File: config.mk
export PLATFORM = sky130hd
export DESIGN_NAME = icache
export DESIGN_NICKNAME = d
export VERILOG_FILES = /design/src/logic/mem_pkg.sv /design/src/logic/cache_pkg.sv /design/src/logic/icache.sv
export SDC_FILE = /design/constraint.sdc
export NUM_CORES = 1
export LEC_CHECK = 0
export BUFFER_PORTS_ARGS = -buffer_cell sky130_fd_sc_hd__buf_2
export CAP_MARGIN = 20
export CORE_MARGIN = 4
export CORE_UTILIZATION = 35
export CTS_CLUSTER_DIAMETER = 30
export DETAILED_ROUTE_END_ITERATION = 6
export PLACE_DENSITY = 0.51
export SYNTH_ARGS = -nofsm -noshare
export SYNTH_HDL_FRONTEND = slang
export SYNTH_SLANG_ARGS = --single-unit
File: constraint.sdc
create_clock -name clk -period 5.7 [get_ports clk]
set_input_delay 1.14 -clock clk [delete_from_list [all_inputs] [get_ports clk]]
set_output_delay 1.14 -clock clk [all_outputs]
set_load 0.01 [all_outputs]
File: src/logic/mem_pkg.sv
`default_nettype none

package mem_pkg;

   typedef logic [15:0] mem_word_t;   // one data word
   typedef logic [15:0] mem_addr_t;   // word address, 64K words

   typedef enum logic {
      MEM_RD = 1'b0,
      MEM_WR = 1'b1
   } mem_op_e;

   // request from a cache, or the one forwarded to memory
   typedef struct packed {
      mem_op_e   op;
      mem_addr_t addr;
      mem_word_t wdata;
   } mem_req_t;

   typedef struct packed {
      logic      valid;   // completion, one cycle
      mem_word_t rdata;   // only meaningful for reads
   } mem_rsp_t;

endpackage

`default_nettype wire

File: src/logic/cache_pkg.sv
`default_nettype none

package cache_pkg;

   // widest tag, for a cache of two lines
   localparam int CACHE_TAG_MAX = 15;

   typedef enum logic [1:0] {
      C_IDLE,
      C_FILL,    // read miss, waiting on memory
      C_WRITE    // store going through to memory
   } cache_state_e;

   typedef enum logic [1:0] {
      OWN_NONE,
      OWN_I,
      OWN_D
   } arb_owner_e;

   // narrower tags are kept zero extended
   typedef struct packed {
      logic                     valid;
      logic [CACHE_TAG_MAX-1:0] tag;
      mem_pkg::mem_word_t       data;
   } cache_line_t;

endpackage

`default_nettype wire

File: src/logic/icache.sv
`timescale 1ns/1ns
`default_nettype none

module icache #(
   parameter int INDEX_BITS = 4
) (
   input  wire logic               clk,
   input  wire logic               i_rst_n,
   input  wire mem_pkg::mem_addr_t i_pc,
   input  wire mem_pkg::mem_rsp_t  i_rsp,
   output mem_pkg::mem_word_t      o_instr,
   output logic                    o_busy,
   output logic                    o_req,
   output mem_pkg::mem_req_t       o_pkt
);
   import mem_pkg::*;
   import cache_pkg::*;

   localparam int LINES    = 2 ** INDEX_BITS;
   localparam int TAG_BITS = 16 - INDEX_BITS;

   cache_state_e             state_q;
   cache_state_e             state_d;
   cache_line_t              lines [LINES];
   cache_line_t              line;
   logic [INDEX_BITS-1:0]    idx;
   logic [CACHE_TAG_MAX-1:0] tag;
   logic                     hit;

   assign idx  = i_pc[INDEX_BITS-1:0];
   assign tag  = CACHE_TAG_MAX'(i_pc[15 -: TAG_BITS]);
   assign line = lines[idx];
   assign hit  = line.valid && (line.tag == tag);

   assign o_instr = line.data;
   assign o_busy  = (state_q != C_IDLE) || !hit;   // miss shows busy right away
   assign o_req   = (state_q == C_FILL);
   assign o_pkt   = '{op: MEM_RD, addr: i_pc, wdata: '0};

   always_comb begin
      state_d = state_q;
      unique case (state_q)
         C_IDLE:  if (!hit) state_d = C_FILL;
         C_FILL:  if (i_rsp.valid) state_d = C_IDLE;
         default: state_d = C_IDLE;
      endcase
   end

   always_ff @(posedge clk) begin
      if (!i_rst_n) begin
         state_q <= C_IDLE;
         for (int i = 0; i < LINES; i++) begin
            lines[i].valid <= 1'b0;
         end
      end else begin
         state_q <= state_d;
         if (state_q == C_FILL && i_rsp.valid) begin
            lines[idx] <= '{valid: 1'b1, tag: tag, data: i_rsp.rdata};  // fill on completion
         end
      end
   end

   // pc stays on the missed address until the fill completes
   a_req_held: assert property (@(posedge clk) disable iff (!i_rst_n)
      o_req && !i_rsp.valid |=> $stable(o_pkt.addr));

endmodule

`default_nettype wire

Word level (Yosys, flattened, before mapping)
Memories as Yosys holds them, arrays and structs flattened.
Cells that the tools add are included.
Widths: inputs -> output; s select.
Storage, ports and cells
  register bits after elaboration: 2
  bits in writable memories: 464
  input bits: 35
  output and inout port bits: 51
  logic and storage cells: 24
  memories: 1
Memories
  lines: depth 16, bits a word 29, rd ports 1, clocked after Yosys merged registers in 0, write ports 16, line icache.sv:24  | cache_line_t lines [LINES];
Operators by class
  equality and inequality tests: 4
  multiplexer cells: 10
  reductions and logical operators: 8
Operators by type and width (count)
  $mux 29: 1
  $reduce_or 29->1: 1
  $eq 15x12->1: 1
  $mux 2: 3
  $mux 1: 4
  $mux 4: 1
  $ne 2x2->1 const B: 2
  $pmux 2 s2: 1
  $eq 2x1->1 const B: 1
  $logic_and 1x1->1: 2
  $logic_not 2->1: 1
  $reduce_and 2->1: 1
  $reduce_bool 2->1: 1
  $logic_not 1->1: 1
  $logic_or 1x1->1: 1

Longest topological paths before layout
  depth after elaboration: 7
  depth in mapped cells: 11
  mapped depth without buffers: 7

Worst setup path after synthesis
No wires, ideal clock.
  kind: input to register
  start: input i_pc[1]
  end: memory lines[3][0] (netlist name), enable pin
  setup time: 450 ps
  data arrival time: 4582 ps
  setup slack: 668 ps
  stages: 7
  buffers on the path: 5
  cells stage by stage: buf_2 buf_2 buf_2 buf_2 buf_1 nand3_1 nor3_1
RTL lines
  start: declaration: line icache.sv:9  | input wire mem_pkg::mem_addr_t i_pc,
  end: declaration: line icache.sv:24

Worst setup path after layout
  start: input i_pc[1]
  end: output o_busy
Between the ends
  word-level cells in the longest chain between the ends: 5
RTL lines
  $mem_v2 16x29 *
  $eq 15x12->1: line icache.sv:33  | assign hit = line.valid && (line.tag == tag);
  $logic_and 1x1->1 *: line icache.sv:33
  $logic_not 1->1 *
  $logic_or 1x1->1 *: line icache.sv:36  | assign o_busy = (state_q != C_IDLE) || !hit;
  end: declaration: line icache.sv:12  | output logic o_busy,
Mark *: on every way between the ends. The rest lies on a longest branch, timed or not.

==> metrics <==
HPWL Detailed=between 20000 and 25000 µm; vias in the first global route=approximately 9000; GPL Wtd Cong=0.719; fin nets=974; clock net sink count=465; minimum clock period=between 4 and 5 ns; Setup TNS=0 ns; synthesis-to-layout area growth=24.9%; WL per Instance=23.9 µm; worst-path maximum fanout=39; clock tree buffer depth=3; P_sw=2.02 mW; PwrDens=428 nW/µm²; Worst path max stage delay=0.57 ns; crit share post-route=87.3%; P_int=7.65 mW; Slew headroom=35.9%; Startpoint Class=primary input; clock network power share=57.5%; Crit Path Category=in -> out; async set-reset flop share out of synthesis=0%; RSZ-0062 raised after global routing=no; TritonCTS clock tree=built; f_max=0.201 GHz; initial antenna violation count=0; initial drt markers=between 700 and 800; Initial Utilization=35.3%; most common cell after layout, fill and taps aside=edfxtp_1; # rows=83; FF/Latch Area=~14000 µm²; final setup vio count=0; Mapped Area=18100 µm²; die width=between 200 and 250 µm; diodes inserted=0; area of the multi-input gates=roughly 4000 µm²; sequential power share=39.0%; final slew viol count=0; Final Hold Fails=0; Die Y=235 µm; syn_area_per_cell=22.7 µm²; Sw Share=20.9%; Yosys warning total=0; PostCTS Resize Cnt=0; worst path cell trace=buf_6 > mux4_2 > mux2i_1 > xnor2_1 > o311ai_1 > nand4_1 > or3_1 > or3_1 > buf_2; Yosys reg bits=465; number of fillers in the final layout=4312; largest net degree at the start of global routing=52; first-pass GRT wire length=61000 µm; WP buf/inv=2; Seq/Total Area, Yosys=between 70% and 80%; layout cell share with drive strength beyond 1=38.9%; Worst path slowest cell=mux4_2; # hold bufs at CTS=0; Worst Setup End Kind=primary output; Slew @ Worst Pin=0.959 ns; largest cells by area after synthesis=edfxtp_1, mux4_2, dfxtp_1, buf_4, mux2i_1; Clock Latency Late Sink=0.60 ns; postcts setup bufs=0; final wirelength=40700 µm; biggest area consumer among synthesized cells=edfxtp_1; CP delay by family, top=simple AND/OR/NAND/NOR gates; Clock Tree Root=clkbuf_16; H-tree levels=3; DR vias=8461; PortBufs=68; gr usage total=about 15%; Syn Inst Count=about 800; crit path DAT=around 3.8 ns; die area=55400 µm²; EDFF count, synth=448; CTS Buf Count=94; Worst IR Drop VDD=0.220 mV; Distinct cells, synth=38; dominant synthesized flop cell=edfxtp_1; WP data required=roughly 4.6 ns; most frequent cells in the layout=edfxtp_1, mux4_2, clkbuf_16; Total Power=a little under 10 mW; DRT Pass-1 Iters=4; global route overflow=0; # DRC=0; Most Frequent Cell on Critical Path=or3_1; Final ANT Viol Nets=0; outcome=finished clean; clk slew on worst S/H paths=0.05 ns; I/O pins=between 80 and 90; post-synth top area share=74.4%; Leak=7.59 nW; Core Area=51200 µm²; Gate power share=3.5%; Hold Crit Class=reg -> reg; Worst Skew=0.0172 ns; Vias/cell=4.98; maxcap violations=0
## routing by layer
layer / routed length [µm] / global-route usage [%]
met5: 0 / 0
met4: 763 / 4.72
met3: 1800 / 3.30
met2: 20200 / 23.9
met1: 17900 / 20.1
## registers in the layout, indices dropped and copies added, names as in the netlist
name	cells
lines	464
state_q	1
## cells by family (layout without fill, tap and decap cells)
family          count (synthesis)  count (layout)  share of synthesized area, %
simple gates                   59              59                          1.59
flops                         465             465                          76.3
buf+inv                        73             280                          2.40
other cells                     1              17                        0.0207
mux                           152             152                          17.6
compound gates                 28              28                          1.13
xor+xnor                       19              19                         0.920
## power groups by stage
stage / combinational, mW / sequential [mW] / clock [mW]
floorplan: 0.223 / 3.83 / 0
CTS: 0.350 / 3.77 / 5.66
global route: 0.371 / 3.77 / 5.84
detailed placement: 0.349 / 3.83 / 0
global placement: 0.347 / 3.83 / 0
finish: 0.340 / 3.77 / 5.56
## worst register-to-register path, stage by stage, from the launching register on
cell     delay [ns]
dfxtp_1        0.42
nand3_1        0.17
or3_1          0.50
nor2_4         0.80
buf_4          0.40
## through the flow
| stage | util, % | std cells | hold slack [ns] | instance area (µm²) | setup slack (ns) |
|---|---|---|---|---|---|
| floorplan | - | 813 | 0.425 | 18100 | 0.668 |
| global placement | 37.7 | 1523 | 0.431 | 19300 | 0.683 |
| detailed placement | 37.7 | 1523 | 0.440 | 19300 | 0.669 |
| CTS | 44.1 | 1700 | 0.452 | 22600 | 0.653 |
| global route | 44.1 | 1700 | 0.466 | 22600 | 0.565 |
| finish | 44.1 | 1700 | 0.447 | 22600 | 0.723 |
## Yosys cell counts, types with 2 or more instances
master	instances
nand3_1	4
xnor2_1	12
clkbuf_1	10
mux4_2	123
buf_4	34
nand2_1	11
nor2_1	17
a21oi_1	3
or3_1	3
xor2_1	7
buf_2	20
nor3_1	9
buf_1	7
nand2b_1	5
mux2i_1	21
dfxtp_1	17
nor3b_1	2
mux4_1	8
nand4_1	2
edfxtp_1	448
a21o_1	16
nor2b_1	2
## cell type report
cell class	count	share of cell area (%)
sequential	465	61.1
clock buffer	109	11.0
inverter	1	0.0166
clock inverter	68	3.50
timing repair buffer	102	2.76
multi-input combinational	275	17.8
tap	680	3.77
## path summary, 6_finish.rpt
path	start	end	slack, ns	depth (start not counted)
worst max-delay path	i_pc[1]	o_busy	0.72	9
worst max register to register	state_q[0]	lines[12][13]	3.10	4
worst min-delay path	lines[3][28]	lines[3][28]	0.45	1
worst min register to register	lines[3][28]	lines[3][28]	0.45	1
Power figures use the tool's default switching activity.
