**config.mk**
```make
export PLATFORM = sky130hd
export DESIGN_NAME = mem_arbiter
export DESIGN_NICKNAME = d
export VERILOG_FILES = /design/src/logic/mem_pkg.sv /design/src/logic/cache_pkg.sv /design/src/logic/mem_arbiter.sv
export SDC_FILE = /design/constraint.sdc
export NUM_CORES = 1
export LEC_CHECK = 0
export BUFFER_PORTS_ARGS = -buffer_cell sky130_fd_sc_hd__buf_2
export CAP_MARGIN = 0
export CORE_AREA = 2 2 60 62
export CTS_CLUSTER_SIZE = 28
export DETAILED_ROUTE_END_ITERATION = 12
export DIE_AREA = 0 0 62 64
export PLACE_DENSITY_LB_ADDON = 0.08
export SKIP_CTS_REPAIR_TIMING = 1
export SLEW_MARGIN = 5
export SYNTH_ARGS = -nofsm -noshare
export SYNTH_HDL_FRONTEND = slang
export SYNTH_SLANG_ARGS = --single-unit
```
**constraint.sdc**
```tcl
create_clock -name clk -period 0.9 [get_ports clk]
set_input_delay 0.045 -clock clk [delete_from_list [all_inputs] [get_ports clk]]
set_output_delay 0.045 -clock clk [all_outputs]
set_load 0.1 [all_outputs]
```
**src/logic/mem_pkg.sv**
```systemverilog
`default_nettype none

package mem_pkg;

   typedef logic [15:0] mem_word_t;   // one data word
   typedef logic [15:0] mem_addr_t;   // word address, 64K words

   typedef enum logic {
      MEM_RD = 1'b0,
      MEM_WR = 1'b1
   } mem_op_e;

   // request from a cache, or the one forwarded to memory
   typedef struct packed {
      mem_op_e   op;
      mem_addr_t addr;
      mem_word_t wdata;
   } mem_req_t;

   typedef struct packed {
      logic      valid;   // completion, one cycle
      mem_word_t rdata;   // only meaningful for reads
   } mem_rsp_t;

endpackage

`default_nettype wire

```
**src/logic/cache_pkg.sv**
```systemverilog
`default_nettype none

package cache_pkg;

   // widest tag, for a cache of two lines
   localparam int CACHE_TAG_MAX = 15;

   typedef enum logic [1:0] {
      C_IDLE,
      C_FILL,    // read miss, waiting on memory
      C_WRITE    // store going through to memory
   } cache_state_e;

   typedef enum logic [1:0] {
      OWN_NONE,
      OWN_I,
      OWN_D
   } arb_owner_e;

   // narrower tags are kept zero extended
   typedef struct packed {
      logic                     valid;
      logic [CACHE_TAG_MAX-1:0] tag;
      mem_pkg::mem_word_t       data;
   } cache_line_t;

endpackage

`default_nettype wire

```
**src/logic/mem_arbiter.sv**
```systemverilog
`timescale 1ns/1ns
`default_nettype none

module mem_arbiter (
   input  wire logic              clk,
   input  wire logic              i_rst_n,
   input  wire logic              i_i_req,
   input  wire mem_pkg::mem_req_t i_i_pkt,
   input  wire logic              i_d_req,
   input  wire mem_pkg::mem_req_t i_d_pkt,
   input  wire mem_pkg::mem_rsp_t i_mem_rsp,
   output logic                   o_mem_start,
   output mem_pkg::mem_req_t      o_mem_pkt,
   output mem_pkg::mem_rsp_t      o_i_rsp,
   output mem_pkg::mem_rsp_t      o_d_rsp
);
   import mem_pkg::*;
   import cache_pkg::*;

   arb_owner_e owner_q;
   arb_owner_e owner_d;
   arb_owner_e pick;
   logic       any_req;

   assign any_req = i_i_req || i_d_req;
   assign pick    = i_i_req ? OWN_I : OWN_D;   // instruction side first

   assign o_mem_start = (owner_q == OWN_NONE) && any_req;   // one shot per grant
   assign o_mem_pkt   = (pick == OWN_I) ? i_i_pkt : i_d_pkt;

   // completion only goes back to the owner
   assign o_i_rsp = '{valid: i_mem_rsp.valid && (owner_q == OWN_I), rdata: i_mem_rsp.rdata};
   assign o_d_rsp = '{valid: i_mem_rsp.valid && (owner_q == OWN_D), rdata: i_mem_rsp.rdata};

   always_comb begin
      owner_d = owner_q;
      if (owner_q == OWN_NONE) begin
         if (any_req) owner_d = pick;
      end else if (i_mem_rsp.valid) begin
         owner_d = OWN_NONE;   // free again next cycle
      end
   end

   always_ff @(posedge clk) begin
      if (!i_rst_n) owner_q <= OWN_NONE;
      else owner_q <= owner_d;
   end

   // the owning cache keeps its request up through its completion
   a_owner_req_held: assert property (@(posedge clk) disable iff (!i_rst_n)
      (owner_q != OWN_NONE) |-> ((owner_q == OWN_I) ? i_i_req : i_d_req));

   // memory never completes without an owner waiting on it
   a_rsp_owned: assert property (@(posedge clk) disable iff (!i_rst_n)
      i_mem_rsp.valid |-> (owner_q != OWN_NONE));

endmodule

`default_nettype wire

```
Word level (Yosys, flattened, before mapping)
Cells that the tools add are included.
{"block": "op_classes", "eq_ne": 4, "muxes": 5, "reduce_logical": 7}
{"cell": "33-bit two-way mux", "count": 1}
{"cell": "2-bit two-way mux", "count": 4}
{"cell": "2-bit by 1-bit == test with 1-bit output, second input constant", "count": 2}
{"cell": "1-bit logical AND", "count": 3}
{"cell": "2-bit == test, second input constant", "count": 1}
{"cell": "2-bit logical NOT", "count": 1}
{"cell": "2-bit inequality test, second input constant", "count": 1}
{"cell": "2-bit AND reduction", "count": 1}
{"cell": "2-bit nonzero test", "count": 1}
{"cell": "1-bit logical OR", "count": 1}
{"block": "word_totals", "reg_bits": 2, "input_bits": 87}

Longest topological paths before layout
Gate-level depths: netlist (run 1).
{"block": "depth", "word_depth": 3, "mapped_depth": 4, "mapped_depth_nobuf": 2}

Worst setup path before layout (run 1)
OpenSTA, ideal clock, no wires.
{"block": "synth_path", "kind": "reg2out", "start": "register owner_q[1]", "end": "output port o_mem_start", "arrival_ns": 2.405, "slack_ns": -1.550, "path_stages_with_launch": 2, "n_path_buf": 0, "path_cell_list": "dfxtp_1 > nor3_1"}
{"block": "synth_via", "elab_chain_len": 2}
{"element": "from (decl)", "line_no": "mem_arbiter.sv:20", "source": "arb_owner_e owner_q;"}
{"element": "from (signal assigned)", "line_no": "mem_arbiter.sv:46", "source": "else owner_q <= owner_d;"}
{"element": "2-bit logical NOT", "line_no": "mem_arbiter.sv:28", "source": "assign o_mem_start = (owner_q == OWN_NONE) && any_req;"}
{"element": "1-bit logical AND", "line_no": "mem_arbiter.sv:28"}
{"element": "to (decl)", "line_no": "mem_arbiter.sv:12", "source": "output logic o_mem_start,"}
No other way between the ends.

==> impl_metrics.yaml, run 1 <==
status:
  status: "complete, but fails checks"
  violations: "setup timing"
synth:
  synth_area_per_cell_sq_um: 10.99
  postSynthCellCount: 82
  synth-seq-cells: 2
  yosys.cell_types.count: 14
  ys_seq_area_share_pct: 4.444
  yosys_warnings: 0
  syn-num-nets: 169
  synth.cell_area_sq_um: 900.9
timing:
  tns_ns: -0.4777
  fin_skew_ns: 0.003462
  holdWs_ns: 0.05210
  hold_violations: 0
  max_freq_ghz: 0.9105
  slew_headroom_pct: 81.63
  worstMarginPinSlew_ns: 0.2717
  rsz0062_at_grt: "yes"
  finalSetupViolations: 4
  slew_viol_final: 0
  fin_crit_ns: 1.098
  post-route-period-util_pct: 122.0
  fin_ws_ns: -0.1983
finish:
  largest_register_ffs: 2
  drive_gt1_share_pct: 95.68
  layout.area.seq_sq_um: 42.54
  final_area_sq_um: 1932
  final_cell_mix: "buf_2 (69), buf_12 (38), mux2_4 (33), clkbuf_4 (3), clkbuf_16 (3)"
  nFillCells: 278
  final_nets: 251
  top_register: "owner_q"
  top_regs: "owner_q: 2 flops"
  final_common_cell: "buf_2"
  antenna_cells: 0
  area_growth_syn_to_layout_pct: 114.4
  multi_input_area_sq_um: 594.3
grt:
  grt_pass1_wl_microns: 4105
  overflow: 0
  first_global_vias: 910
  grt_max_degree: 21
  groute.usage.overall_pct: 13.66
  antenna_found_initial: 0
die:
  die_h_microns: 64
  ioPinCount: 155
  die_w_microns: 62
  num_rows: 21
  core_sq_um: 3284
  die_area_sq_um: 3968
  start_util_pct: 27.43
worst_setup_path:
  path_max_fanout: 6
  startpoint_type: "flop"
  arrival_ns: 1.05
  end_kind: "output port"
  required_ns: 0.85
  critPathKind: "flop to output port"
power_and_ir_drop:
  report.power.total_uw: 2352
  p_leak_uw: 0.001012
  pwr_density_cell_nw_per_um2: 1217
  ir_drop_v: 0.0006329
placement:
  io_buffer_count: 106
  gp_congestion: 0.6913
  hpwlAfterDp_microns: 2486
  postPlaceCellArea_sq_um: 1798
  pre_cts_ws_ns: -0.05055
worst_hold_path:
  hp-class: "input pin to flop"
cts:
  cts_tree: "built"
  htreeDepth: 1
  clock_sinks: 2
  numCtsBuffers: 3
  root_buffer: "clkbuf_4"
  insertion_delay_ns: 0.23
  cts_buffer_depth: 2
  clk_pin_slew_ns: 0.03
detailed_routing:
  drc: 0
  firstDrtPassIters: 4
  via_per_inst: 4.154
  vias: 864
  wl_per_cell_microns: 14.65
  wl_microns: 3048
  antenna_left: 0
  drt_iter0_drc: 19
job:
  cap_violations: 0
critical path, cell delays in order (launching register included):
cell and delay (ns):
dfxtp_2 0.34, and3b_4 0.31, buf_12 0.17
final timing paths:
path / start / to / slack [ns] / cells past startpoint
setup / recovery: owner_q[0] / o_d_rsp[16] / -0.20 / 2
hold / removal: i_rst_n / owner_q[1] / 0.05 / 2
setup reg to reg: owner_q[1] / owner_q[1] / 0 / 2
hold reg to reg: owner_q[0] / owner_q[0] / 0.66 / 2
where the power goes:
part           leakage, uW  total (uW)  internal (uW)  switching, uW
sequential       0.0000172         110           97.2           12.6
combinational     0.000981        2040            838           1200
clock            0.0000138         203            147           55.4
per-layer routing:
layer | vias up | global-route usage [%] | routed length (microns)
li1 | 411 | - | -
met4 | 0 | 3.989 | 4
met1 | 404 | 12.62 | 1005
met5 | - | 0 | 0
met2 | 47 | 27.21 | 1779
met3 | 2 | 3.441 | 258
synthesized netlist by cell type:
| library cell | number | area share [%] |
|---|---|---|
| and3b_1 | 1 | 0.97 |
| buf_4 | 32 | 27 |
| mux2_4 | 29 | 48 |
| nor2b_1 | 2 | 1.4 |
| o21a_1 | 2 | 1.7 |
| dfxtp_1 | 2 | 4.4 |
| nor3_1 | 1 | 0.56 |
| nor2_1 | 2 | 0.83 |
| nand2_1 | 1 | 0.42 |
| nor3b_1 | 1 | 0.83 |
| buf_6 | 1 | 1.2 |
| nor4b_1 | 1 | 0.97 |
| buf_12 | 3 | 6.7 |
| mux2_2 | 4 | 5.0 |
cell families (layout without fill, tap and decap cells):
group	count (synthesis)	in the layout	share of synthesized area, %
AND/OR/NAND/NOR	9	9	5.972
multiplexers	33	33	53.33
AO/OA/AOI/OAI	2	2	1.666
buffers and inverters	36	116	34.58
flip-flops	2	2	4.445
per-stage QoR:
step                instances  util [%]
floorplan                  82         -
global placement          201     54.74
detailed placement        201     54.74
CTS                       204     55.43
global route              208     58.82
finish                    208     58.82
area by class of cell:
class | instances | share of cell area, %
repair buffers | 113 | 62.89
flip-flops and latches | 2 | 2.202
multi-input cells | 44 | 30.76
well taps | 46 | 2.979
clock buffers | 3 | 1.166
No activity file was read; power rests on OpenSTA's default activity.
==> run 2: changes to the inputs <==
clock period = 1.3 ns   (was 0.9 ns; I/O delays follow)
==> impl_metrics.yaml, run 2 (synthesis results as in run 1) <==
finish:
  top_regs: "owner_q: 2 flops"
  final_common_cell: "buf_2"
  drive_gt1_share_pct: 93.04
  nFillCells: 290
  final_cell_mix: "buf_2 (70), buf_12 (38), mux2_4 (29), mux2_2 (4), clkbuf_4 (3)"
  multi_input_area_sq_um: 568.0
  largest_register_ffs: 2
  top_register: "owner_q"
  antenna_cells: 0
  final_area_sq_um: 1807
  final_cell_count_no_fill: 204
  final_nets: 247
  layout.area.seq_sq_um: 40.04
  area_growth_syn_to_layout_pct: 100.6
worst_setup_path:
  arrival_ns: 1.15
  critPathLaunch: "owner_q[1]"
  path_max_fanout: 6
  r2r-start: "owner_q[1]"
  end_kind: "output port"
  setup.worst_path.end: "o_d_rsp[16]"
  ff2ff_path_depth: 2
  startpoint_type: "flop"
  critPathKind: "flop to output port"
  ff2ff_setup_slack_ns: 0.38
  required_ns: 1.24
  r2r-end: "owner_q[1]"
timing:
  hold_violations: 0
  fin_crit_ns: 1.211
  slew_viol_final: 0
  worstMarginPinSlew_ns: 0.2966
  tns_ns: 0
  rsz0062_at_grt: "no"
  finalSetupViolations: 0
  max_freq_ghz: 0.8261
  slew_headroom_pct: 80.20
  fin_skew_ns: 0.001005
  post-route-period-util_pct: 93.12
placement:
  gp_congestion: 0.6871
  postPlaceCellArea_sq_um: 1784
  dp.cells: 201
  io_buffer_count: 106
status:
  status: "finished clean"
detailed_routing:
  antenna_left: 0
  via_per_inst: 4.221
  wl_microns: 2704
  wl_per_cell_microns: 13.25
  firstDrtPassIters: 2
  vias: 861
  drt_iter0_drc: 20
  drc: 0
die:
  num_rows: 21
  die_area_sq_um: 3968
  ioPinCount: 155
  die_w_microns: 62
  core_sq_um: 3284
  start_util_pct: 27.43
  die_h_microns: 64
grt:
  grt_pass1_wl_microns: 3663
  grt_max_degree: 18
  groute.usage.overall_pct: 12.33
  first_global_vias: 821
  antenna_found_initial: 0
  overflow: 0
cts:
  cts_tree: "built"
  insertion_delay_ns: 0.23
  clk_pin_slew_ns: 0.03
  numCtsBuffers: 3
  cts_buffer_depth: 2
  htreeDepth: 1
  root_buffer: "clkbuf_4"
  clock_sinks: 2
worst_hold_path:
  hp-class: "input pin to flop"
job:
  cap_violations: 0
power_and_ir_drop:
  pwr_density_cell_nw_per_um2: 873.3
  p_leak_uw: 0.0009493
  ir_drop_v: 0.0005939
==> run 2: metrics by stage <==
stage / util (%) / worst slack [ns] / power, uW / hold WS, ns
after floorplan: - / -0.04220 / 1399 / 0.1825
after global placement: 54.32 / 0.2754 / 1436 / 0.1311
after detailed placement: 54.32 / 0.2427 / 1446 / 0.1311
after CTS: 55.01 / 0.06292 / 1595 / 0.05081
after global routing: 55.01 / 0.02928 / 1622 / 0.06690
final: 55.01 / 0.08949 / 1578 / 0.05530
==> run 2: power by group <==
part / internal [uW] / leakage (uW) / switching [uW] / total (uW)
clock network: 102 / 0.0000138 / 39.9 / 142
logic: 545 / 0.000919 / 815 / 1360
registers: 66.3 / 0.0000165 / 9.27 / 75.6
==> run 2: worst min path at each step <==
stage / slack [ns] / to / start / cells past startpoint
after floorplan: 0.18 / owner_q[1] / i_rst_n / 1
after global placement: 0.13 / o_d_rsp[13] / i_mem_rsp[13] / 0
after detailed placement: 0.13 / o_d_rsp[13] / i_mem_rsp[13] / 0
after CTS: 0.05 / owner_q[0] / i_rst_n / 2
after global routing: 0.07 / owner_q[0] / i_rst_n / 2
final: 0.06 / owner_q[0] / i_rst_n / 2
==> run 2: layout make-up <==
type,count,area share (%)
repair buffers,109,61.91
well taps,46,3.186
flip-flops and latches,2,2.216
multi-input cells,44,31.44
clock buffers,3,1.247
==> run 2: critical path, stage by stage, from the launching register on <==
cell     delay [ns]
dfxtp_1        0.48
and3b_1        0.25
buf_12         0.18
==> run 2: routing by layer <==
metal | wire, microns | vias to the layer above | GRT usage [%] | share of wire [%]
met5 | 0 | - | 0 | 0
met4 | 46 | 0 | 5.585 | 1.7
met3 | 322 | 11 | 3.239 | 12
met2 | 1505 | 59 | 24.61 | 56
met1 | 829 | 387 | 10.34 | 31
li1 | - | 404 | - | -
==> run 3: changes to the inputs <==
CORE_AREA = unset   (was 2 2 60 62)
CORE_UTILIZATION = 25   (was unset)
DIE_AREA = unset   (was 0 0 62 64)
RECOVER_POWER = 25   (was unset)
==> impl_metrics.yaml, run 3 (synthesis results as in run 1) <==
status:
  status: "finished clean"
finish:
  antenna_cells: 0
  top_register: "owner_q"
  final_nets: 245
  top_regs: "owner_q: 2 flops"
  area_growth_syn_to_layout_pct: 97.50
  drive_gt1_share_pct: 92.95
  final_cell_mix: "buf_2 (70), buf_12 (37), mux2_4 (29), mux2_2 (4), clkbuf_4 (3)"
  final_common_cell: "buf_2"
  final_cell_count_no_fill: 202
  largest_register_ffs: 2
  final_area_sq_um: 1779
detailed_routing:
  wl_per_cell_microns: 12.45
  drt_iter0_drc: 18
  firstDrtPassIters: 4
  vias: 829
  drc: 0
  antenna_left: 0
  via_per_inst: 4.104
  wl_microns: 2515
worst_setup_path:
  r2r-end: "owner_q[1]"
  setup.worst_path.end: "o_d_rsp[16]"
  required_ns: 1.24
  r2r-start: "owner_q[1]"
  path_max_fanout: 6
  ff2ff_path_depth: 2
  critPathKind: "flop to output port"
  arrival_ns: 1.15
  end_kind: "output port"
  startpoint_type: "flop"
  critPathLaunch: "owner_q[1]"
  ff2ff_setup_slack_ns: 0.38
power_and_ir_drop:
  ir_drop_v: 0.0005467
  p_leak_uw: 0.0009351
  p_switching_uw: 856.4
  comb_power_share_pct: 86.4
  pwr_density_cell_nw_per_um2: 878.0
  p_int_uw: 705.8
  p_sw_share_pct: 54.82
  clkPwrFrac_pct: 8.8
  report.power.total_uw: 1562
  seqPwrFrac_pct: 4.8
cts:
  numCtsBuffers: 3
  cts_buffer_depth: 2
  htreeDepth: 1
  root_buffer: "clkbuf_4"
  clock_sinks: 2
  insertion_delay_ns: 0.22
  cts_tree: "built"
  clk_pin_slew_ns: 0.03
job:
  cap_violations: 0
timing:
  fin_skew_ns: 0.002945
  finalSetupViolations: 0
  max_freq_ghz: 0.8258
  fin_ws_ns: 0.08905
  tns_ns: 0
  hold_violations: 0
  slew_headroom_pct: 80.15
  slew_viol_final: 0
  worstMarginPinSlew_ns: 0.2973
  post-route-period-util_pct: 93.15
  rsz0062_at_grt: "no"
  fin_crit_ns: 1.211
grt:
  antenna_found_initial: 0
  overflow: 0
  grt_pass1_wl_microns: 3180
  first_global_vias: 737
  grt_max_degree: 37
  groute.usage.overall_pct: 11.31
placement:
  postPlaceCellArea_sq_um: 1757
  gp_congestion: 0.5781
  pre_cts_ws_ns: 0.2318
  hpwlAfterDp_microns: 2234
  dp.cells: 199
  io_buffer_count: 106
die:
  start_util_pct: 26.58
  ioPinCount: 155
  die_w_microns: 62.03
  num_rows: 21
  die_area_sq_um: 3848
  die_h_microns: 62.03
  core_sq_um: 3390
worst_hold_path:
  hp-class: "input pin to flop"
[run 3: how the worst min path moves through the flow]
stage	start	endpoint	slack [ns]	cells past startpoint
6_report	i_rst_n	owner_q[1]	0.06	2
5_1_grt	i_rst_n	owner_q[1]	0.07	2
4_1_cts	i_rst_n	owner_q[1]	0.05	2
3_5_place_dp	i_mem_rsp[1]	o_d_rsp[1]	0.13	0
3_3_place_gp	i_mem_rsp[1]	o_d_rsp[1]	0.13	0
2_1_floorplan	i_rst_n	owner_q[1]	0.18	1
[run 3: worst max-delay path: stages (launching register included)]
cell	delay, ns
dfxtp_1	0.48
and3b_1	0.25
buf_12	0.18
[run 3: stage by stage]
stage | hold slack (ns) | utilization [%]
2_1_floorplan | 0.1825 | -
3_3_place_gp | 0.1311 | 51.83
3_5_place_dp | 0.1311 | 51.83
4_1_cts | 0.05211 | 52.49
5_1_grt | 0.07041 | 52.49
6_report | 0.06024 | 52.49
[run 3: layout make-up]
type	instances	area, sq um
Multi-Input combinational cell	44	568.0
Sequential cell	2	40.04
Timing Repair Buffer	107	1091
Fill cell	287	1610
Tap cell	46	57.56
Clock buffer	3	22.52
[run 3: per-layer routing]
layer	track usage [%]	up-vias	part of all wire, %
met4	4.444	0	0.36
met5	0	-	0
met3	4.348	2	13
li1	-	399	-
met1	11.26	366	32
met2	20.97	62	54
[run 3: power groups by stage]
stage	Combinational, uW	Sequential (uW)	Clock [uW]
after floorplan	1320	74.5	0
after global placement	1350	75.8	0
after detailed placement	1360	76.4	0
after CTS	1360	75.6	146
after global routing	1390	76.7	151
final	1350	75.5	137
