==> src/logic/mem_pkg.sv <==
`default_nettype none

package mem_pkg;

   typedef logic [15:0] mem_word_t;   // one data word
   typedef logic [15:0] mem_addr_t;   // word address, 64K words

   typedef enum logic {
      MEM_RD = 1'b0,
      MEM_WR = 1'b1
   } mem_op_e;

   // request from a cache, or the one forwarded to memory
   typedef struct packed {
      mem_op_e   op;
      mem_addr_t addr;
      mem_word_t wdata;
   } mem_req_t;

   typedef struct packed {
      logic      valid;   // completion, one cycle
      mem_word_t rdata;   // only meaningful for reads
   } mem_rsp_t;

endpackage

`default_nettype wire

==> src/logic/cache_pkg.sv <==
`default_nettype none

package cache_pkg;

   // widest tag, for a cache of two lines
   localparam int CACHE_TAG_MAX = 15;

   typedef enum logic [1:0] {
      C_IDLE,
      C_FILL,    // read miss, waiting on memory
      C_WRITE    // store going through to memory
   } cache_state_e;

   typedef enum logic [1:0] {
      OWN_NONE,
      OWN_I,
      OWN_D
   } arb_owner_e;

   // narrower tags are kept zero extended
   typedef struct packed {
      logic                     valid;
      logic [CACHE_TAG_MAX-1:0] tag;
      mem_pkg::mem_word_t       data;
   } cache_line_t;

endpackage

`default_nettype wire

==> src/logic/dcache.sv <==
`timescale 1ns/1ns
`default_nettype none

module dcache #(
   parameter int INDEX_BITS = 4
) (
   input  wire logic               clk,
   input  wire logic               i_rst_n,
   input  wire logic               i_en,
   input  wire logic               i_wr,
   input  wire mem_pkg::mem_addr_t i_addr,
   input  wire mem_pkg::mem_word_t i_wdata,
   input  wire mem_pkg::mem_rsp_t  i_rsp,
   output mem_pkg::mem_word_t      o_rdata,
   output logic                    o_busy,
   output logic                    o_req,
   output mem_pkg::mem_req_t       o_pkt
);
   import mem_pkg::*;
   import cache_pkg::*;

   localparam int LINES    = 2 ** INDEX_BITS;
   localparam int TAG_BITS = 16 - INDEX_BITS;

   cache_state_e             state_q;
   cache_state_e             state_d;
   cache_line_t              lines [LINES];
   cache_line_t              line;
   logic [INDEX_BITS-1:0]    idx;
   logic [CACHE_TAG_MAX-1:0] tag;
   logic                     hit;
   logic                     wr_done_q;   // store finished last cycle
   logic                     accept_wr;
   logic                     rd_miss;

   assign idx  = i_addr[INDEX_BITS-1:0];
   assign tag  = CACHE_TAG_MAX'(i_addr[15 -: TAG_BITS]);
   assign line = lines[idx];
   assign hit  = line.valid && (line.tag == tag);

   // a held store must not start again once it has completed
   assign accept_wr = (state_q == C_IDLE) && i_en && i_wr && !wr_done_q;
   assign rd_miss   = i_en && !i_wr && !hit;

   assign o_rdata = line.data;
   assign o_busy  = (state_q != C_IDLE) || accept_wr || rd_miss;
   assign o_req   = (state_q != C_IDLE);

   always_comb begin
      o_pkt.op    = (state_q == C_WRITE) ? MEM_WR : MEM_RD;
      o_pkt.addr  = i_addr;    // held by the processor while busy
      o_pkt.wdata = i_wdata;
   end

   always_comb begin
      state_d = state_q;
      unique case (state_q)
         C_IDLE: begin
            if (accept_wr) state_d = C_WRITE;   // write-through, every store
            else if (rd_miss) state_d = C_FILL;
         end
         C_FILL,
         C_WRITE: if (i_rsp.valid) state_d = C_IDLE;
         default: state_d = C_IDLE;
      endcase
   end

   always_ff @(posedge clk) begin
      if (!i_rst_n) begin
         state_q   <= C_IDLE;
         wr_done_q <= 1'b0;
         for (int i = 0; i < LINES; i++) begin
            lines[i].valid <= 1'b0;
         end
      end else begin
         state_q   <= state_d;
         wr_done_q <= (state_q == C_WRITE) && i_rsp.valid;
         if (accept_wr && hit) begin
            lines[idx].data <= i_wdata;   // no allocate on a store miss
         end
         if (state_q == C_FILL && i_rsp.valid) begin
            lines[idx] <= '{valid: 1'b1, tag: tag, data: i_rsp.rdata};
         end
      end
   end

   // processor keeps the access steady until busy drops
   a_inputs_held: assert property (@(posedge clk) disable iff (!i_rst_n)
      o_busy |=> $stable({i_en, i_wr, i_addr, i_wdata}));

endmodule

`default_nettype wire

==> config.mk <==
export PLATFORM = sky130hd
export DESIGN_NAME = dcache
export DESIGN_NICKNAME = d
export VERILOG_FILES = /design/src/logic/mem_pkg.sv /design/src/logic/cache_pkg.sv /design/src/logic/dcache.sv
export SDC_FILE = /design/constraint.sdc
export NUM_CORES = 1
export LEC_CHECK = 0
export BUFFER_PORTS_ARGS = -buffer_cell sky130_fd_sc_hd__clkbuf_2
export CORE_ASPECT_RATIO = 0.5
export CORE_UTILIZATION = 40
export DETAILED_ROUTE_END_ITERATION = 12
export PLACE_DENSITY_LB_ADDON = 0.25
export REMOVE_ABC_BUFFERS = 1
export SYNTH_ARGS = -nofsm -noshare
export SYNTH_HDL_FRONTEND = slang
export SYNTH_SLANG_ARGS = --single-unit
==> constraint.sdc <==
create_clock -name clk -period 5.8 [get_ports clk]
set_input_delay 0.58 -clock clk [delete_from_list [all_inputs] [get_ports clk]]
set_output_delay 0.58 -clock clk [all_outputs]
set_load 0.05 [all_outputs]
=== Yosys cells after proc, flatten, opt, wreduce, memory -nomap -nowiden ===
Memory sizes are Yosys's and may differ from the RTL's.
Index checks and enable logic that the tools add are counted.

* Register bits after elaboration: 3
* Bits in writable memories: 464
* Bits of input ports: 53
* Logic and storage cells: 44
* Memories kept: 1

{| class="wikitable"
|+ Memories
! memory !! words !! width !! rd ports !! clocked after memory_dff !! write ports !! RTL line !! source
|-
| lines || 16 || 29 || 1 || 0 || 16 || dcache.sv:27 || <nowiki>cache_line_t lines [LINES];</nowiki>
|}

* Eq/ne operators: 5
* Multiplexer cells: 16
* Bitwise gates (word level): 1
* Reduce and logical (&&, ||, !) cells: 19

{| class="wikitable"
|+ Operator list
! cell !! number
|-
| 29-bit 2-to-1 mux || 1
|-
| 29-bit OR reduction || 1
|-
| 16-bit 2-to-1 mux || 1
|-
| 15-bit by 12-bit equality test with 1-bit output || 1
|-
| 1-bit logical AND || 9
|-
| 1-bit 2-to-1 mux || 8
|-
| 2-bit 2-to-1 mux || 3
|-
| 4-bit 2-to-1 mux || 1
|-
| 2-bit case mux with 2 select lines || 1
|-
| 1-bit logical NOT || 3
|-
| 3-bit 2-to-1 mux || 1
|-
| 3-bit inequality test, second input constant || 1
|-
| 2-bit by 1-bit equality test with 1-bit output, second input constant || 1
|-
| 2-bit equality test, second input constant || 1
|-
| 2-bit logical NOT || 1
|-
| 1-bit logical OR || 2
|-
| 2-bit inequality test, second input constant || 1
|-
| 2-bit AND reduction || 1
|-
| 2-bit nonzero test || 1
|-
| 2-bit OR reduction || 1
|-
| 1-bit OR || 1
|}

=== Depth between registers and ports, before layout ===
Gate-level depths: netlist of the first run.

* Word-level depth: 11
* Mapped depth: 12
* Mapped depth without buffers: 8

=== Worst setup path after synthesis of the first run ===
Ideal clock, no wire load.

* Path type: input -> register
* Start: input port i_addr[3]
* End: memory lines[12][0] (netlist name) (enable)
* Data arrival time: 3861 ps
* Setup slack: 1508 ps
* Stages on the path: 10
* Buffers on the path: 3
* Path through: clkbuf_2 -> buf_4 -> buf_2 -> mux4_2 -> mux2i_1 -> xor2_1 -> nand3_1 -> a22oi_2 -> a41oi_4 -> nor4_1

{| class="wikitable"
|+ RTL lines
! what !! RTL line !! source
|-
| start, declared || dcache.sv:11 || <nowiki>input wire mem_pkg::mem_addr_t i_addr,</nowiki>
|-
| end, declared || dcache.sv:27 ||
|}

==> results of run 1 <==
==> final cells by class <==
cell class	count	area [um2]	share of cell area [%]
clock buffers	55	1160	5.46
clock inverters	24	183	0.857
inverters	4	15.0	0.0704
multi-input cells	354	4580	21.5
flip-flops and latches	467	13800	64.9
well taps	627	785	3.68
repair buffers	133	756	3.55
==> power by group through the flow <==
stage	Sequential, W	Combinational [W]	Clock [W]
CTS	0.00371	0.000486	0.00279
detailed placement	0.00378	0.000485	0
global route	0.00370	0.000511	0.00292
global placement	0.00378	0.000475	0
floorplan	0.00378	0.000237	0
finish	0.00371	0.000478	0.00274
==> cells by family after synthesis <==
logic type               Yosys count
flip-flops                       467
multiplexers                     186
buffers and inverters             84
AND/OR/NAND/NOR                   82
AO/OA/AOI/OAI                     65
XOR/XNOR                          18
adder cells (fa/ha/maj)            3
==> flip-flops by register name, summed over array words and instances, names as in the netlist <==
register / count
lines: 464
wr_done_q: 1
state_q: 2
==> worst register-to-register path, delay by kind of cell, from the launching register on <==
kind                      cells  cell delay, ns
xor gates and xnor gates      1            0.08
AOI/OAI and AO/OA             3            0.95
DFF                           1            0.36
muxes                         1            0.50
and+or+nand+nor               3            1.35
==> metrics by stage <==
stage          util, %  cells  worst slack [ns]
6_report          46.5   1664              1.56
5_1_grt           46.5   1664              1.25
4_1_cts           46.5   1664              1.51
3_5_place_dp      43.6   1585             0.961
3_3_place_gp      43.6   1585              1.06
2_1_floorplan        -    825              1.49
==> placed cells by master, fill, tap and decap left out, drive strengths merged, types with 4 or more instances in the layout <==
cell / Yosys / final
edfxtp: 448 / 448
clkbuf: 17 / 155
nor2b: 7 / 7
clkinv: 0 / 20
nand2: 13 / 13
mux2i: 49 / 49
nor4: 4 / 4
a21o: 16 / 16
a22o: 4 / 4
nor2: 21 / 21
dfxtp: 19 / 19
mux2: 28 / 28
nor3: 14 / 14
buf: 63 / 33
a22oi: 7 / 7
o21ai: 5 / 5
mux4: 109 / 109
a221oi: 7 / 7
inv: 4 / 4
xnor2: 11 / 11
nand2b: 8 / 8
o22ai: 5 / 5
a21oi: 5 / 5
xor2: 7 / 7
and3: 5 / 5
==> how the worst min path moves through the flow <==
| stage | cells past startpoint | to | start |
|---|---|---|---|
| final | 2 | wr_done_q | i_rsp[16] |
| after global routing | 2 | wr_done_q | i_rsp[16] |
| after CTS | 2 | wr_done_q | i_rsp[16] |
| after detailed placement | 1 | lines[15][28] | lines[15][28] |
| after global placement | 1 | lines[7][28] | lines[7][28] |
| after floorplan | 1 | lines[12][28] | lines[12][28] |
==> routing by layer <==
metal  share of wire [%]  up-vias  GRT usage, %
met4                 1.7        0          3.96
li1                    -     3912             -
met2                  48      214          28.1
met5                   0        -             0
met1                  46     4854          24.7
met3                 4.3       52          2.42
==> reports/qor.yml, run 1 <==
status:
  status: "finished clean"
cts:
  cts_tree: "done"
  cts.clk_slew.worst_paths_ns: 0.06
  clk_path_buf_depth: 3
  holdBufCountCts: 0
  ctsResizeCount: 0
  cts_setup_buffers: 0
  clock_latency_ns: 0.54
  htreeDepth: 2
  cts_num_sinks: 467
  cts_made_buffers: 43
  clockRootBuffer: "clkbuf_16"
setup_path:
  crit_path_end: "lines[15][5]"
  required_ns: 5.96
  cpLargestDelayFamily: "simple AND/OR/NAND/NOR gates"
  critPathKind: "primary input to register"
  crit_slowest_cell: "nor3_4"
  path_buf_inv: 1
  path_depth: 9
  cp_max_fo: 67
  r2r_slack_ns: 2.19
  crit_chain: "buf_6 > nand2_1 > o22ai_1 > nor3_1 > a211oi_1 > nand4_1 > a22oi_2 > a41oi_4 > nor3_4"
  r2r_end: "lines[15][5]"
  r2r_cells: 8
  crit_start: "i_addr[1]"
  worstSetupStartpointType: "primary input"
  worstPathArrival_ns: 4.40
  cp-end-kind: "register"
  worstReg2RegStart: "lines[2][24]"
  max_stage_delay_ns: 0.93
floorplanning:
  dieArea_um2: 48000
  row_count: 55
  chipHeight_um: 155
  core_um2: 45800
  die_width_um: 309
  io-pin-count: 104
  start_util_pct: 41.1
detailed_routing:
  routed_wl_mm: 40.4
  vias: 9032
  wl_per_cell_um: 24.3
  detail-route-antenna-nets: 0
  drt_first_iter_violations: 857
  drcViolationCount: 0
  firstDrtPassIters: 5
  vias_per_cell: 5.43
placed_design:
  place_hpwl_mm: 24.8
  portBuffers: 103
  placed_area_um2: 20000
  gp_congestion: 0.782
sta:
  finalCriticalPeriod_ns: 4.24
  finalHoldViolations: 0
  slew_violations: 0
  fmax_ghz: 0.236
  finalClockSkew_ns: 0.0130
  setup_viol: 0
  tightest_slew_ns: 1.16
  timing.final.crit_share_pct: 73.0
  slew_headroom_pct: 22.1
  whs_ns: 0.330
  final.setup.tns_ns: 0
  rsz0062_at_grt: "false"
synth:
  synthArstFlopShare_pct: 0
  syn_area_per_cell_um2: 20.8
  ys_seq_area_share_pct: 73.4
  synth-compound-area-share_pct: 2.80
  syn_area_um2: 18800
  synthMuxAreaShare_pct: 17.4
  synthAdderAreaFrac_pct: 0.199
  synth_most_common_cell: "edfxtp_1"
  synth-edff-count: 448
  synth_cell_types: 55
  synth_seq_cells: 467
  synth_warnings: 0
  synth_top_family_by_area: "multiplexers"
  yosys.area_share.simple_pct: 2.52
  syn_inst: 905
  yosys.area.top_type_share_pct: 71.4
  yosys-top-cells-area: "edfxtp_1 (71%), mux4_2 (13%), mux2i_1 (2.6%), dfxtp_1 (2.0%), mux2_2 (1.7%)"
  synth_ff_type: "edfxtp_1"
  synth_top_area_cell: "edfxtp_1"
  synthTopCellsByCount: "edfxtp_1 (448), mux4_2 (106), mux2i_1 (49)"
  synth_xor_area_share_pct: 0.837
finish:
  num-fill-cells: 3816
  area_delta_synth_final_pct: 13.1
  final_cell_area_um2: 21300
  drive_gt1_share_pct: 34.2
  fin_nets: 1059
  diodes: 0
power_and_ir_drop:
  power_leakage_nw: 7.12
  power.share.sequential_pct: 53.5
  p_comb_share_pct: 6.9
  finalPower_w: 0.00692
  switching_share_pct: 21.8
  power.clock.fraction_pct: 39.6
  powerDensity_nw_per_um2: 325
  p_sw_w: 0.00151
  p_int_w: 0.00541
  irDropWorstVdd_mv: 0.210
global_routing:
  grt_antenna_before_repair: 0
  grt_pass1_wl_mm: 60.7
  grt_usage_pct: 17.2
  grt_overflow: 0
  grt_max_degree: 68
  grt_pass1_vias: 9372
flow_run:
  cap_violations: 0
worst_hold_path:
  hold_class: "primary input to register"
Power figures use the tool's default switching activity.
==> run 2, diff against run 1 <==
- ABC_AREA: unset -> 1
- clock period: 5.8 -> 3.45 ns (I/O delays scaled with it)
==> reports/qor.yml, run 2 <==
detailed_routing:
  drt_first_iter_violations: 1024
  firstDrtPassIters: 5
  routed_wl_mm: 45.3
  vias_per_cell: 5.06
  drcViolationCount: 0
  wl_per_cell_um: 20.0
  detail-route-antenna-nets: 0
  vias: 11500
floorplanning:
  core_um2: 45800
  die_width_um: 308
  chipHeight_um: 155
  row_count: 55
  start_util_pct: 41.0
  io-pin-count: 104
  dieArea_um2: 47800
synth:
  syn_area_um2: 18800
  yosys.area_share.simple_pct: 13.9
  synth-edff-count: 448
  yosys.area.top_type_share_pct: 71.7
  synthAdderAreaFrac_pct: 0.200
  synth-compound-area-share_pct: 8.27
  ys_seq_area_share_pct: 73.7
  syn_area_per_cell_um2: 12.5
  synth_xor_area_share_pct: 0
  synth_warnings: 0
  synth_ff_type: "edfxtp_1"
  yosys-top-cells-area: "edfxtp_1 (72%), nand2_1 (11%), a22oi_1 (5.2%), dfxtp_1 (2.0%), a21oi_1 (1.8%)"
  synth_top_area_cell: "edfxtp_1"
  synthTopCellsByCount: "nand2_1 (564), edfxtp_1 (448), a22oi_1 (130)"
  syn_inst: 1507
  synth_cell_types: 27
  synth_seq_cells: 467
  synth_most_common_cell: "nand2_1"
  synth_top_family_by_area: "simple AND/OR/NAND/NOR gates"
  synthMuxAreaShare_pct: 0
  synthArstFlopShare_pct: 0
setup_path:
  cp-end-kind: "output pin"
  critPathKind: "primary input to output pin"
  worstPathArrival_ns: 2.65
  cp_max_fo: 38
  required_ns: 3.11
  worstSetupStartpointType: "primary input"
placed_design:
  gp_congestion: 0.805
  portBuffers: 103
  placed_cells: 2187
  place_hpwl_mm: 27.8
sta:
  fmax_ghz: 0.334
  tightest_slew_ns: 0.745
  slew_headroom_pct: 50.2
  finalCriticalPeriod_ns: 2.99
  slew_violations: 0
  setup_viol: 0
  rsz0062_at_grt: "false"
  finalClockSkew_ns: 0.0289
  timing.final.crit_share_pct: 86.7
  finalHoldViolations: 0
cts:
  cts_setup_buffers: 0
  cts_num_sinks: 467
  ctsResizeCount: 0
  cts.clk_slew.worst_paths_ns: 0.06
  holdBufCountCts: 1
  clockRootBuffer: "clkbuf_16"
  htreeDepth: 2
  cts_tree: "done"
  clock_latency_ns: 0.57
  clk_path_buf_depth: 3
  cts_made_buffers: 44
power_and_ir_drop:
  switching_share_pct: 23.6
  power.share.sequential_pct: 50.8
  irDropWorstVdd_mv: 0.362
  p_comb_share_pct: 9.2
  power.clock.fraction_pct: 40.0
  p_sw_w: 0.00294
  powerDensity_nw_per_um2: 568
  p_int_w: 0.00952
  power_leakage_nw: 8.04
global_routing:
  grt_usage_pct: 19.2
  grt_overflow: 0
  grt_antenna_before_repair: 0
  grt_max_degree: 65
  grt_pass1_vias: 11000
  grt_pass1_wl_mm: 68.6
finish:
  largest_reg_flops: 464
  area_delta_synth_final_pct: 16.8
  regArea_um2: 13800
  num-fill-cells: 4009
  fin_nets: 1663
  largest_register: "lines"
  layout.cells.non_filler: 2271
  multi_input_area_um2: 4220
  utilization_pct: 47.9
  drive_gt1_share_pct: 15.8
  final_cell_mix: "nand2_1 (564), edfxtp_1 (448), a22oi_1 (130)"
  reg.largest.list: "lines: 464 flops, state_q: 2 flops, wr_done_q: 1 flops"
  final_common_cell: "nand2_1"
status:
  status: "finished clean"
flow_run:
  cap_violations: 0
worst_hold_path:
  hold_class: "primary input to register"
-- run 2: final timing paths --
check | start | endpoint | slack, ns | depth (start not counted)
worst max-delay path | i_addr[0] | o_rdata[15] | 0.46 | 9
worst min-delay path | i_addr[13] | lines[0][25] | 0.07 | 1
worst max register to register | lines[11][28] | lines[2][8] | 0.86 | 15
worst min register to register | lines[1][28] | lines[1][28] | 0.46 | 2
-- run 2: area by class of cell --
cell class	instances	share of cell area, %
Multi-Input combinational cell	898	19.3
Antenna cell	1	0.0114
Inverter	34	0.594
Sequential cell	467	63.1
Clock inverter	14	0.725
Tap cell	627	3.58
Clock buffer	68	6.04
Timing Repair Buffer	162	6.69
-- run 2: power groups by stage --
stage                     clock (W)  sequential [W]  combinational [W]
final                       0.00498         0.00632            0.00115
after global routing        0.00528         0.00632            0.00125
after CTS                   0.00505         0.00632            0.00117
after detailed placement          0         0.00645            0.00117
after global placement            0         0.00645            0.00116
after floorplan                   0         0.00644           0.000548
-- run 2: stage by stage --
stage | power, W | cell area (um2) | hold slack [ns] | setup slack [ns] | TNS [ns]
floorplan | 0.00699 | 18200 | 0.422 | -1.42 | -357.73
global placement | 0.00761 | 20400 | 0.439 | 0.235 | 0
detailed placement | 0.00761 | 20400 | 0.451 | 0.189 | 0
CTS | 0.0125 | 21900 | 0.0650 | 0.478 | 0
global route | 0.0129 | 21900 | 0.0760 | 0.296 | 0
finish | 0.0125 | 21900 | 0.0739 | 0.457 | 0
-- run 2: cell families after synthesis --
family / after synthesis
flip-flops: 467
AND/OR/NAND/NOR: 660
AO/OA/AOI/OAI: 235
buffers and inverters: 142
adder cells (fa/ha/maj): 3
-- run 2: worst max-delay path: stages --
cell and delay, ns:
buf_2 0.12, buf_12 0.18, nand2_1 0.13, inv_2 0.24, buf_12 0.26, a22oi_1 0.38
a21oi_1 0.16, or4_1 0.60, buf_12 0.20
-- run 2: routing by layer --
metal | GRT usage, % | vias to the layer above | wire [um]
met1 | 26.8 | 5600 | 20100
li1 | - | 5538 | -
met2 | 31.4 | 294 | 22000
met4 | 4.64 | 0 | 770
met5 | 0 | - | 0
met3 | 3.17 | 54 | 2470
==> run 3, diff against run 2 <==
- ABC_AREA: 1 -> unset
==> reports/qor.yml, run 3 (same netlist as run 1, synthesis figures left out) <==
placed_design:
  gp_congestion: 0.770
  placed_cells: 1634
  place_hpwl_mm: 24.9
  pre_cts_slack_ns: -0.0233
  portBuffers: 103
setup_path:
  required_ns: 3.11
  worstSetupStartpointType: "register"
  critPathKind: "register to output pin"
  cp-end-kind: "output pin"
  worstPathArrival_ns: 2.91
  r2r_slack_ns: 0.47
  cp_max_fo: 3
cts:
  cts_made_buffers: 43
  clockRootBuffer: "clkbuf_16"
  cts.clk_slew.worst_paths_ns: 0.06
  clock_latency_ns: 0.56
  cts_setup_buffers: 0
  htreeDepth: 2
  clk_path_buf_depth: 3
  ctsResizeCount: 0
  cts_num_sinks: 467
  holdBufCountCts: 0
  cts_tree: "done"
sta:
  setup_viol: 0
  final.setup.tns_ns: 0
  finalCriticalPeriod_ns: 3.25
  tightest_slew_ns: 0.557
  fmax_ghz: 0.307
  timing.final.crit_share_pct: 94.3
  whs_ns: 0.0592
  finalHoldViolations: 0
  finalClockSkew_ns: 0.0230
  slew_headroom_pct: 62.9
  slew_violations: 0
  rsz0062_at_grt: "false"
  fin_ws_ns: 0.196
finish:
  diodes: 0
  layout.cells.non_filler: 1708
  area_delta_synth_final_pct: 16.3
  largest_reg_flops: 464
  largest_register: "lines"
  final_cell_mix: "edfxtp_1 (448), mux4_2 (106), clkbuf_2 (99)"
  reg.largest.list: "lines: 464 flops, state_q: 2 flops, wr_done_q: 1 flops"
  num-fill-cells: 3797
  fin_nets: 1108
  drive_gt1_share_pct: 37.1
  final_common_cell: "edfxtp_1"
floorplanning:
  chipHeight_um: 155
  die_width_um: 309
  io-pin-count: 104
  start_util_pct: 41.1
  dieArea_um2: 48000
  row_count: 55
  core_um2: 45800
detailed_routing:
  vias_per_cell: 5.32
  wl_per_cell_um: 23.2
  routed_wl_mm: 39.6
  drcViolationCount: 0
  drt_first_iter_violations: 756
  vias: 9095
  firstDrtPassIters: 5
  detail-route-antenna-nets: 0
worst_hold_path:
  hold_class: "primary input to register"
flow_run:
  cap_violations: 0
global_routing:
  grt_max_degree: 71
  grt_antenna_before_repair: 0
  grt_pass1_wl_mm: 60.0
  grt_usage_pct: 17.0
  grt_overflow: 0
  grt_pass1_vias: 9537
power_and_ir_drop:
  power_leakage_nw: 7.44
  finalPower_w: 0.0118
  irDropWorstVdd_mv: 0.333
  powerDensity_nw_per_um2: 538
status:
  status: "finished clean"
run 3: routing by layer:
metal	track usage (%)	up-vias	routed length, um
li1	-	4019	-
met1	23.2	4816	17200
met2	28.4	204	19900
met3	2.45	56	1550
met4	5.19	0	909
met5	0	-	0
run 3: area by class of cell:
class	count	area [um2]	share of cell area [%]
sequential	467	13800	63.1
multi-input combinational	354	4570	20.9
timing repair buffer	182	1310	5.98
clock buffer	55	1170	5.35
tap	627	785	3.58
clock inverter	19	228	1.04
inverter	4	15.0	0.0685
run 3: final timing paths:
check                    start           end  cells after the start
setup / recovery  lines[2][24]        o_busy                      9
hold / removal       i_rsp[16]     wr_done_q                      2
setup reg to reg  lines[2][24]  lines[12][1]                     10
hold reg to reg   lines[1][28]  lines[1][28]                      1
run 3: where the power goes:
part	total [W]	internal, W	leakage (nW)	switching [W]
sequential	0.00623	0.00623	4.18	0.00000351
combinational	0.000810	0.000288	2.58	0.000522
clock	0.00476	0.00277	0.680	0.00199
run 3: critical path: stages, from the launching register on:
cell	delay (ns)
edfxtp_1	0.36
mux4_1	0.49
nor2b_1	0.15
a21oi_2	0.11
xnor2_1	0.09
o31a_1	0.29
nor3_4	0.27
and3_2	0.28
o21ai_0	0.10
buf_2	0.22
run 3: per-stage QoR:
| stage | utilization [%] | instance area [um2] |
|---|---|---|
| after CTS | 47.8 | 21900 |
| after detailed placement | 44.8 | 20500 |
| after global routing | 47.8 | 21900 |
| after floorplan | - | 18300 |
| final | 47.8 | 21900 |
| after global placement | 44.8 | 20500 |
